<file path="config.mk">
export PLATFORM = sky130hd
export DESIGN_NAME = dcache
export DESIGN_NICKNAME = d
export VERILOG_FILES = /design/src/design/dcache_pkg.sv /design/src/design/dcache_sets.sv /design/src/design/dcache_ctrl.sv /design/src/design/dcache.sv
export SDC_FILE = /design/constraint.sdc
export NUM_CORES = 2
export LEC_CHECK = 0
export CAP_MARGIN = 20
export CORE_MARGIN = 5
export CORE_UTILIZATION = 60
export DETAILED_ROUTE_END_ITERATION = 12
export DONT_BUFFER_PORTS = 1
export GPL_ROUTABILITY_DRIVEN = 0
export HOLD_SLACK_MARGIN = 0.03
export PLACE_DENSITY = 0.76
export SKIP_CTS_REPAIR_TIMING = 1
export SLEW_MARGIN = 20
export SYNTH_ARGS = -nofsm -noshare
export SYNTH_HDL_FRONTEND = slang
export SYNTH_SLANG_ARGS = --single-unit
</file>
<file path="constraint.sdc">
create_clock -name CLK -period 6.6 [get_ports CLK]
set_input_delay 1.32 -clock CLK [delete_from_list [all_inputs] [get_ports CLK]]
set_output_delay 1.32 -clock CLK [all_outputs]
set_load 0.1 [all_outputs]
</file>
<file path="src/design/dcache_pkg.sv">
package dcache_pkg;

    // cache geometry
    parameter int word_width  = 32;
    parameter int set_count   = 8;
    parameter int block_words = 2;
    parameter int way_count   = 2;

    localparam int idx_width    = $clog2(set_count);
    localparam int blkoff_width = $clog2(block_words);
    localparam int tag_width    = word_width - idx_width - blkoff_width - 2;

    typedef logic [word_width-1:0] word_t;

    typedef struct packed {
        logic [tag_width-1:0]    tag;
        logic [idx_width-1:0]    idx;
        logic [blkoff_width-1:0] blkoff;
        logic [1:0]              byteoff;
    } dcache_addr_t;

    typedef struct packed {
        logic                     valid;
        logic                     dirty;
        logic [tag_width-1:0]     tag;
        word_t [block_words-1:0]  data;
    } dcache_frame_t;

    typedef struct packed {
        logic         ren;
        logic         wen;
        logic         halt;
        dcache_addr_t addr;
        word_t        store;
    } cpu_req_t;

    typedef struct packed {
        logic  hit;
        logic  flushed;
        word_t load;
    } cpu_resp_t;

    typedef struct packed {
        logic         ren;
        logic         wen;
        dcache_addr_t addr;
        word_t        store;
    } mem_req_t;

    // memory stalls while dwait is high
    typedef struct packed {
        logic  dwait;
        word_t load;
    } mem_resp_t;

    typedef enum logic [2:0] {
        op_none,
        op_write_word,
        op_touch,
        op_fill_word0,
        op_fill_word1,
        op_clean,
        op_invalidate_all
    } array_op_t;

    typedef struct packed {
        array_op_t               op;
        logic                    way;
        logic [idx_width-1:0]    idx;
        logic [blkoff_width-1:0] blkoff;
        word_t                   wdata;
    } array_cmd_t;

    typedef enum logic [3:0] {
        idle,
        wb_word0,
        wb_word1,
        fill_word0,
        fill_word1,
        flush_check,
        flush_word0,
        flush_word1,
        flushed
    } ctrl_state_t;

endpackage

</file>
<file path="src/design/dcache_sets.sv">
module dcache_sets (
    input  logic                                   CLK,
    input  logic                                   n_rst,
    input  dcache_pkg::dcache_addr_t               cpu_addr,
    input  logic [dcache_pkg::idx_width-1:0]       flush_idx,
    input  dcache_pkg::array_cmd_t                 cmd,
    output logic                                   hit,
    output logic                                   hit_way,
    output dcache_pkg::word_t                      hit_word,
    output logic                                   victim_way,
    output dcache_pkg::dcache_frame_t              victim_frame,
    output dcache_pkg::dcache_frame_t [dcache_pkg::way_count-1:0] flush_frames
);

    // per-frame state bits
    logic [dcache_pkg::set_count-1:0] valid_q [dcache_pkg::way_count];
    logic [dcache_pkg::set_count-1:0] dirty_q [dcache_pkg::way_count];
    // way to replace next, per set
    logic [dcache_pkg::set_count-1:0] lru_q;

    logic [dcache_pkg::tag_width-1:0] tag_q [dcache_pkg::way_count][dcache_pkg::set_count];
    dcache_pkg::word_t data_q [dcache_pkg::way_count][dcache_pkg::set_count]
                              [dcache_pkg::block_words];

    logic [dcache_pkg::way_count-1:0] way_hit;

    // lookup for the processor address
    always_comb begin
        for (int w = 0; w < dcache_pkg::way_count; w++) begin
            way_hit[w] = valid_q[w][cpu_addr.idx] &&
                         (tag_q[w][cpu_addr.idx] == cpu_addr.tag);
        end
        hit      = |way_hit;
        hit_way  = way_hit[1];
        hit_word = data_q[hit_way][cpu_addr.idx][cpu_addr.blkoff];
    end

    assign victim_way = lru_q[cpu_addr.idx];

    always_comb begin
        victim_frame.valid = valid_q[victim_way][cpu_addr.idx];
        victim_frame.dirty = dirty_q[victim_way][cpu_addr.idx];
        victim_frame.tag   = tag_q[victim_way][cpu_addr.idx];
        for (int b = 0; b < dcache_pkg::block_words; b++) begin
            victim_frame.data[b] = data_q[victim_way][cpu_addr.idx][b];
        end
    end

    // both ways of the set under flush
    always_comb begin
        for (int w = 0; w < dcache_pkg::way_count; w++) begin
            flush_frames[w].valid = valid_q[w][flush_idx];
            flush_frames[w].dirty = dirty_q[w][flush_idx];
            flush_frames[w].tag   = tag_q[w][flush_idx];
            for (int b = 0; b < dcache_pkg::block_words; b++) begin
                flush_frames[w].data[b] = data_q[w][flush_idx][b];
            end
        end
    end

    always_ff @(posedge CLK, negedge n_rst) begin
        if (!n_rst) begin
            for (int w = 0; w < dcache_pkg::way_count; w++) begin
                valid_q[w] <= '0;
                dirty_q[w] <= '0;
            end
            lru_q <= '0;
        end else begin
            case (cmd.op)
                dcache_pkg::op_write_word: begin
                    dirty_q[cmd.way][cmd.idx] <= 1'b1;
                    lru_q[cmd.idx]            <= ~cmd.way;
                end
                dcache_pkg::op_touch: begin
                    lru_q[cmd.idx] <= ~cmd.way;
                end
                // frame is unusable until the second word lands
                dcache_pkg::op_fill_word0: begin
                    valid_q[cmd.way][cmd.idx] <= 1'b0;
                    dirty_q[cmd.way][cmd.idx] <= 1'b0;
                end
                dcache_pkg::op_fill_word1: begin
                    valid_q[cmd.way][cmd.idx] <= 1'b1;
                    lru_q[cmd.idx]            <= ~cmd.way;
                end
                dcache_pkg::op_clean: begin
                    dirty_q[cmd.way][cmd.idx] <= 1'b0;
                end
                dcache_pkg::op_invalidate_all: begin
                    for (int w = 0; w < dcache_pkg::way_count; w++) begin
                        valid_q[w] <= '0;
                    end
                end
                default: begin
                end
            endcase
        end
    end

    // tag and data storage
    always_ff @(posedge CLK) begin
        case (cmd.op)
            dcache_pkg::op_write_word: begin
                data_q[cmd.way][cmd.idx][cmd.blkoff] <= cmd.wdata;
            end
            dcache_pkg::op_fill_word0: begin
                tag_q[cmd.way][cmd.idx]     <= cpu_addr.tag;
                data_q[cmd.way][cmd.idx][0] <= cmd.wdata;
            end
            dcache_pkg::op_fill_word1: begin
                data_q[cmd.way][cmd.idx][1] <= cmd.wdata;
            end
            default: begin
            end
        endcase
    end

    // refill only ever targets a way that misses
    one_way_hit: assert property (@(posedge CLK) disable iff (!n_rst) $onehot0(way_hit));

endmodule

</file>
<file path="src/design/dcache_ctrl.sv">
module dcache_ctrl (
    input  logic                                   CLK,
    input  logic                                   n_rst,
    input  dcache_pkg::cpu_req_t                   cpu_req,
    output dcache_pkg::cpu_resp_t                  cpu_resp,
    output dcache_pkg::mem_req_t                   mem_req,
    input  dcache_pkg::mem_resp_t                  mem_resp,
    input  logic                                   hit,
    input  logic                                   hit_way,
    input  dcache_pkg::word_t                      hit_word,
    input  logic                                   victim_way,
    input  dcache_pkg::dcache_frame_t              victim_frame,
    input  dcache_pkg::dcache_frame_t [dcache_pkg::way_count-1:0] flush_frames,
    output logic [dcache_pkg::idx_width-1:0]       flush_idx,
    output dcache_pkg::array_cmd_t                 cmd
);

    dcache_pkg::ctrl_state_t state, next_state;
    dcache_pkg::mem_req_t mem_next;
    logic [dcache_pkg::idx_width-1:0] flush_idx_next;
    logic flush_way, flush_way_next;
    logic flush_pick, flush_sel, access;
    dcache_pkg::dcache_frame_t flush_frame;
    dcache_pkg::dcache_addr_t victim_base, fill_base, flush_base;

    // memory request registers
    logic mem_ren_q, mem_wen_q;
    dcache_pkg::dcache_addr_t mem_addr_q;
    dcache_pkg::word_t mem_store_q;

    assign mem_req = '{ren: mem_ren_q, wen: mem_wen_q, addr: mem_addr_q, store: mem_store_q};

    assign access = cpu_req.ren || cpu_req.wen;

    // way 0 goes first when both are dirty
    assign flush_pick  = !flush_frames[0].dirty;
    assign flush_sel   = (state == dcache_pkg::flush_check) ? flush_pick : flush_way;
    assign flush_frame = flush_frames[flush_sel];

    // block base addresses
    always_comb begin
        victim_base         = cpu_req.addr;
        victim_base.tag     = victim_frame.tag;
        victim_base.blkoff  = '0;
        victim_base.byteoff = '0;
        fill_base           = cpu_req.addr;
        fill_base.blkoff    = '0;
        fill_base.byteoff   = '0;
        flush_base.tag      = flush_frame.tag;
        flush_base.idx      = flush_idx;
        flush_base.blkoff   = '0;
        flush_base.byteoff  = '0;
    end

    always_comb begin
        next_state     = state;
        mem_next       = mem_req;
        flush_idx_next = flush_idx;
        flush_way_next = flush_way;

        cmd.op     = dcache_pkg::op_none;
        cmd.way    = victim_way;
        cmd.idx    = cpu_req.addr.idx;
        cmd.blkoff = cpu_req.addr.blkoff;
        cmd.wdata  = mem_resp.load;

        cpu_resp.hit     = 1'b0;
        cpu_resp.flushed = 1'b0;
        cpu_resp.load    = hit_word;

        case (state)
            dcache_pkg::idle: begin
                if (cpu_req.halt) begin
                    next_state     = dcache_pkg::flush_check;
                    flush_idx_next = '0;
                    cmd.op         = dcache_pkg::op_invalidate_all;
                end else if (access && hit) begin
                    cpu_resp.hit = 1'b1;
                    cmd.op       = cpu_req.wen ? dcache_pkg::op_write_word : dcache_pkg::op_touch;
                    cmd.way      = hit_way;
                    cmd.wdata    = cpu_req.store;
                end else if (access) begin
                    if (victim_frame.valid && victim_frame.dirty) begin
                        next_state     = dcache_pkg::wb_word0;
                        mem_next.wen   = 1'b1;
                        mem_next.addr  = victim_base;
                        mem_next.store = victim_frame.data[0];
                    end else begin
                        next_state    = dcache_pkg::fill_word0;
                        mem_next.ren  = 1'b1;
                        mem_next.addr = fill_base;
                    end
                end
            end
            dcache_pkg::wb_word0: begin
                if (!mem_resp.dwait) begin
                    next_state           = dcache_pkg::wb_word1;
                    mem_next.addr.blkoff = 1'b1;
                    mem_next.store       = victim_frame.data[1];
                end
            end
            dcache_pkg::wb_word1: begin
                if (!mem_resp.dwait) begin
                    next_state    = dcache_pkg::fill_word0;
                    mem_next.wen  = 1'b0;
                    mem_next.ren  = 1'b1;
                    mem_next.addr = fill_base;
                end
            end
            dcache_pkg::fill_word0: begin
                if (!mem_resp.dwait) begin
                    next_state           = dcache_pkg::fill_word1;
                    cmd.op               = dcache_pkg::op_fill_word0;
                    mem_next.addr.blkoff = 1'b1;
                end
            end
            // a write miss then completes as a write hit from idle
            dcache_pkg::fill_word1: begin
                if (!mem_resp.dwait) begin
                    next_state   = dcache_pkg::idle;
                    cmd.op       = dcache_pkg::op_fill_word1;
                    mem_next.ren = 1'b0;
                end
            end
            dcache_pkg::flush_check: begin
                if (flush_frames[0].dirty || flush_frames[1].dirty) begin
                    next_state     = dcache_pkg::flush_word0;
                    flush_way_next = flush_pick;
                    mem_next.wen   = 1'b1;
                    mem_next.addr  = flush_base;
                    mem_next.store = flush_frame.data[0];
                end else if (flush_idx == '1) begin
                    next_state = dcache_pkg::flushed;
                end else begin
                    flush_idx_next = flush_idx + 1'b1;
                end
            end
            dcache_pkg::flush_word0: begin
                if (!mem_resp.dwait) begin
                    next_state           = dcache_pkg::flush_word1;
                    mem_next.addr.blkoff = 1'b1;
                    mem_next.store       = flush_frame.data[1];
                end
            end
            dcache_pkg::flush_word1: begin
                if (!mem_resp.dwait) begin
                    next_state   = dcache_pkg::flush_check;
                    cmd.op       = dcache_pkg::op_clean;
                    cmd.way      = flush_way;
                    cmd.idx      = flush_idx;
                    mem_next.wen = 1'b0;
                end
            end
            dcache_pkg::flushed: begin
                cpu_resp.flushed = 1'b1;
            end
            default: begin
                next_state = dcache_pkg::idle;
            end
        endcase
    end

    always_ff @(posedge CLK, negedge n_rst) begin
        if (!n_rst) begin
            state     <= dcache_pkg::idle;
            flush_idx <= '0;
            flush_way <= 1'b0;
            mem_ren_q <= 1'b0;
            mem_wen_q <= 1'b0;
        end else begin
            state     <= next_state;
            flush_idx <= flush_idx_next;
            flush_way <= flush_way_next;
            mem_ren_q <= mem_next.ren;
            mem_wen_q <= mem_next.wen;
        end
    end

    always_ff @(posedge CLK) begin
        mem_addr_q  <= mem_next.addr;
        mem_store_q <= mem_next.store;
    end

    mem_one_dir: assert property (@(posedge CLK) disable iff (!n_rst)
        !(mem_req.ren && mem_req.wen));

    // request holds until memory drops dwait
    mem_hold: assert property (@(posedge CLK) disable iff (!n_rst)
        (mem_req.ren || mem_req.wen) && mem_resp.dwait |=> $stable(mem_req));

endmodule

</file>
<file path="src/design/dcache.sv">
module dcache (
    input  logic                   CLK,
    input  logic                   n_rst,
    input  dcache_pkg::cpu_req_t   cpu_req,
    output dcache_pkg::cpu_resp_t  cpu_resp,
    output dcache_pkg::mem_req_t   mem_req,
    input  dcache_pkg::mem_resp_t  mem_resp
);

    logic hit, hit_way, victim_way;
    dcache_pkg::word_t hit_word;
    dcache_pkg::dcache_frame_t victim_frame;
    dcache_pkg::dcache_frame_t [dcache_pkg::way_count-1:0] flush_frames;
    logic [dcache_pkg::idx_width-1:0] flush_idx;
    dcache_pkg::array_cmd_t cmd;

    dcache_ctrl u_ctrl (
        .CLK          (CLK),
        .n_rst        (n_rst),
        .cpu_req      (cpu_req),
        .cpu_resp     (cpu_resp),
        .mem_req      (mem_req),
        .mem_resp     (mem_resp),
        .hit          (hit),
        .hit_way      (hit_way),
        .hit_word     (hit_word),
        .victim_way   (victim_way),
        .victim_frame (victim_frame),
        .flush_frames (flush_frames),
        .flush_idx    (flush_idx),
        .cmd          (cmd)
    );

    // frames, lru and tag compare
    dcache_sets u_sets (
        .CLK          (CLK),
        .n_rst        (n_rst),
        .cpu_addr     (cpu_req.addr),
        .flush_idx    (flush_idx),
        .cmd          (cmd),
        .hit          (hit),
        .hit_way      (hit_way),
        .hit_word     (hit_word),
        .victim_way   (victim_way),
        .victim_frame (victim_frame),
        .flush_frames (flush_frames)
    );

endmodule

</file>
Word level (Yosys, flattened, before mapping)
Memory sizes are Yosys's and may differ from the RTL's.
Index checks and enable logic that the tools add are counted.
- bits in writable memories: 1440
- bits of input ports: 102
- register bits after elaboration: 114
- latch bits: 0
- bits in read-only memories: 0
- memories kept: 2
- memory list (name ; words ; bits a word ; rd ports ; clocked after Yosys merged registers in ; wr ports ; line ; source):
    u_sets.data_q ; 2 ; 512 ; 4 ; 0 ; 1 ; dcache_sets.sv:22 ; dcache_pkg::word_t data_q [dcache_pkg::way_count][dcache_pkg::set_count]
    u_sets.tag_q ; 2 ; 208 ; 3 ; 0 ; 1 ; dcache_sets.sv:21 ; logic [dcache_pkg::tag_width-1:0] tag_q [dcache_pkg::way_count][dcache_pkg::set_count];
- eq/ne operators: 36
- bitwise operators: 1037
- multiply operators: 0
- add/sub/neg operators: 1
- muxes and demuxes: 1154
- reductions and logical operators: 32
- order comparisons: 14
- shift-type cells: 0
- divide/modulo/power cells: 0
- operator list (kind ; count):
    $mux W512 ; 3
    $mux W1 ; 1045
    $or A1 B1 Y1 ; 1024
    $bmux W64 S3 ; 4
    $mux W64 ; 10
    $demux W64 S3 ; 3
    $bmux W26 S3 ; 5
    $mux W32 ; 12
    $mux W26 ; 11
    $mux W208 ; 1
    $mux W66 ; 3
    $mux W90 ; 2
    $pmux W32 S4 ; 1
    $pmux W29 S3 ; 1
    $demux W26 S3 ; 1
    $mux W65 ; 1
    $mux W8 ; 7
    $eq A26 B26 Y1 ; 2
    $mux W4 ; 12
    $pmux W16 S3 ; 1
    $pmux W4 S9 ; 1
    $mux W34 ; 1
    $and A16 B16 Y16 ; 2
    $demux W32 S1 ; 1
    other kinds (53) ; 120

Longest topological paths before layout
- word-level depth: 19
- mapped depth: 17
- depth with buffers taken out: 11

Hierarchy
From an unflattened synthesis, not the netlist that was laid out.
- cells, all modules: 4789
- area, all modules: 84662.4 sq um
- modules (own cells, without submodules) (module ; area each (sq um) ; sequential area each (sq um) ; cells an instance ; times used):
    dcache_sets ; 78619.2 ; 44242.4 ; 4183 ; 1
    dcache_ctrl ; 6043.3 ; 2112.0 ; 606 ; 1

Worst setup path before layout
Ideal clock, no wire load.
- kind: in2out
- start point: in cpu_req[37] (netlist name)
- end point: out cpu_resp[17] (netlist name)
- slack: -1001 ps
- buffers on the path: 6
- arrival time: 6281 ps
- stages on the path: 16
- cells stage by stage: buf_2 > buf_6 > buf_4 > mux4_2 > mux2i_1 > xor2_1 > nand2_1 > nor4_2 > nand4_2 > buf_2 > buf_4 > buf_2 > mux2i_1 > a22oi_1 > o21ai_0 > a211oi_1
- RTL lines (item ; line ; source):
    start: declaration ; dcache.sv:4 ; input dcache_pkg::cpu_req_t cpu_req,
    end: declaration ; dcache.sv:5 ; output dcache_pkg::cpu_resp_t cpu_resp,

==> summary.txt <==
Startpoint type of the worst setup path - input pin
Post-synthesis to final-layout area growth - 12.7%
Clock tree from TritonCTS - built
Final critical-path share of the clock period - 103%
Outcome - finished, violations left
Die boundary height - 384 µm
Io pins - 202
Highest clock frequency the design can meet - 0.146 GHz
Proportion of netlist area held by the largest area contributor - 53.7%
Critical R2R Launch - u_sets.tag_q[1][80]
Total routing resource utilization after global routing - 36.8%
Post-detailed-routing wire length - 273000 µm
Skew-Pair Late Insertion Delay - 0.82 ns
Worst-path cell chain - and2_4 > buf_12 > a22oi_2 > a21bo_2 > nand4_1 > a211oi_4 > nand4_4 > buf_12 > buf_12 > buf_8 > mux2i_1 > a22oi_1 > a21oi_1 > or3_4 > a21oi_4 > buf_12
Pin slew with the least headroom to its limit - 1.34 ns
Part of the total power dissipated in the clock network - 29.2%
Count of TritonRoute iterations in the first routing pass - 6
Worst stage delay on the critical path - 0.44 ns
Drt drc - 0
Share of flip-flops with an asynchronous set or reset - 3.22%
Ys Warns - 0
TritonCTS buffer count - 162
Post-placement setup slack - 0.0613 ns
CTS root buffer - clkbuf_16
Arrival time of data at the critical path endpoint - 5.51 ns
Number of distinct standard cells referenced by the synthesized netlist - 73
Synth Area per Inst - 17.7 µm²
Static leakage - 0.0315 µW
Global-route wire length before repair - 387000 µm
Core area - 0.139 mm²
Critical Path Sink Type - output pin
Final antenna-violating net count - 0
Startpoint-to-endpoint class of the critical path - in2out
Net load switching power - 10700 µW
Total number of H-tree levels - 4
EDFF count, synth - 1502
CTS clock-pin slew for the worst setup and hold paths - 0.07 ns
Number of violations of the max-capacitance limit - 0
Cell Count, Final, Fillers Out - 6810
Violated checks - setup timing
Sequential-to-total area share from yosys stat - 55.1%
Average wire length per cell after detail routing - 40.2 µm
Width of the chip - 384 µm
Die Area - 0.148 mm²
Maximum number of buffers from clock root to sink - 3
Filler Cells Inserted - 8599
Effective utilization at floorplan - 60.3%
Share of final-layout standard cells stronger than drive strength 1 - 36.2%
Maximum fanout count along the critical path - 461
# setup viols final - 30
Number of pins with negative max-slew slack in the final report - 0
Reg2reg setup slack - 1.24 ns
Detailed-route via count - 55500
Class of the worst hold path - in2async
Vias in the first global route - 54000
Maximum vdd ir drop - 351 µV
Synthesis-stage register bit count - 1552
Number of DRC markers after the initial detailed-route iteration - 9814
Remaining global-route overflow - 0
CP Data Required Time - 5.28 ns
Combinational group share of total power - 28.6%
Startpoint of the worst setup timing path - cpu_req[35]
Share of total power in sequential cells - 42.2%
Number of sinks on the clock net - 1552
Nets - 4896
Final critical path time including I/O delays and setup - 6.83 ns
# rows - 137
Cells taking the most area after synthesis - edfxtp_1, mux4_2, mux2i_1
Final setup margin - -0.228 ns
Switching fraction of total power - 34.1%
Cell with the largest stage delay on the worst path - and2_4
Capturing point of the worst reg2reg path - u_sets.tag_q[1][140]
Maximum number of pins on one net before global-route repair - 462
Synthesized instance count - 4746
Cell area after synthesis - 0.0841 mm²
Count of buffers inserted at the top-level ports - 0
Via/cell ratio - 8.15
Reg2Reg Depth - 16
Number of antenna violations at the first check in global routing - 9
Power density over the cells - 331 mW/mm²
Cell-internal power - 20700 µW
Post-Route Skew - 0.0405 ns
Placed wire-length estimate after detailed placement - 162000 µm
Worst slew margin - 10.7%
Most used cell along the critical path - buf_12
Post-layout util - 68.0%
Final count of hold timing violations - 0
Post-placement cell count - 6494
Post-synth top area cell - edfxtp_1
Most used flip-flop cell after synthesis - edfxtp_1
Fin Hold WS - 0.213 ns
[worst max-delay path by stage]
stage / end / slack, ns / cells after the start
6_report: cpu_resp[7] / -0.23 / 16
3_5_place_dp: cpu_resp[28] / 0.06 / 16
5_1_grt: cpu_resp[4] / -0.1 / 14
4_1_cts: cpu_resp[12] / 0.008 / 13
3_3_place_gp: cpu_resp[31] / 0.13 / 12
2_1_floorplan: cpu_resp[15] / 0.02 / 15
[critical path: cells and delay by family]
kind                   cells  cell delay [ns]
multiplexers               1             0.14
AND/OR/NAND/NOR            4             1.35
AO/OA/AOI/OAI              6             1.33
buffers and inverters      5             0.99
[final cells by class]
| type | count | area [µm²] | share of cell area (%) |
|---|---|---|---|
| antenna | 8 | 20.0 | 0.0211 |
| clock buffer | 198 | 4320 | 4.55 |
| clock inverter | 100 | 965 | 1.02 |
| inverter | 76 | 307 | 0.323 |
| multi-input combinational | 2697 | 36500 | 38.5 |
| sequential | 1552 | 46400 | 48.9 |
| tap | 1876 | 2350 | 2.48 |
| timing repair buffer | 303 | 3980 | 4.20 |
[routing by layer]
metal / up-vias / part of all wire [%] / track usage (%)
met5: - / 0.0095 / 0
met4: 4 / 5.0 / 15.6
met3: 848 / 18 / 14.3
met2: 5585 / 44 / 52.4
met1: 28300 / 34 / 51.5
li1: 20700 / - / -
[cell usage after synthesis, types with 27 or more instances]
cell      count
edfxtp_1   1502
o221ai_1    100
o22ai_1      88
nand2_1     172
buf_1        54
nand3_1      32
mux2_2       69
dfrtp_1      50
a32oi_1      27
inv_1        75
a22oi_1      92
mux4_2     1026
mux2i_1     473
a31oi_1      57
o21ai_0      56
a21oi_1     113
buf_2        91
nor2_1      103
clkbuf_1    244
[power by group through the flow]
stage	combinational [µW]	sequential (µW)	clock, µW
floorplan	6490	13100	0
global placement	8630	13400	0
detailed placement	8760	13500	0
CTS	8790	13300	9200
global route	9370	13300	9650
finish	8980	13300	9160
[placed cells by master, fill, tap and decap left out, drive strengths merged, types with 12 or more instances in the layout]
cell type and count:
a32oi 27, nor4 12, and2 12, o22ai 88, mux2i 473, o31ai 14
inv 81, a221oi 15, xnor2 19, and3 21, mux4 1026, xor2 15
clkinv 76, o221ai 100, a21oi 114, nand3b 14, edfxtp 1502, bufinv 15
dfrtp 50, nand3 32, o21ai 60, or3 21, nand2 172, mux2 70
buf 300, nand4 14, nor2 104, clkbuf 201, a22oi 92, a31oi 57
nor3 20
[state kept, by name (all words and copies together), names as in the netlist, named ones only]
name	count
u_ctrl.mem_wen_q	1
u_ctrl.mem_req	30
u_ctrl.flush_way	1
u_ctrl.state	4
u_sets.lru_q	8
u_ctrl.mem_ren_q	1
u_sets.valid_q	16
u_sets.tag_q	416
u_ctrl.mem_store_q	32
u_sets.data_q	1024
u_ctrl.flush_idx	3
[per-stage QoR]
step	total power (µW)	instance area, µm²	TNS (ns)
final	31400	94800	-4.17
after global placement	22100	89100	0
after detailed placement	22200	89100	0
after global routing	32300	94700	-0.915
after CTS	31200	94400	0
after floorplan	19600	84200	0
[kinds of logic after synthesis]
logic type      synth area share (%)
buf+inv                         2.54
xor+xnor                       0.354
simple gates                    2.52
flops                           55.1
fa+ha+maj                     0.0298
other cells                  0.00446
mux                             34.1
compound gates                  5.34
Power figures use the tool's default switching activity.
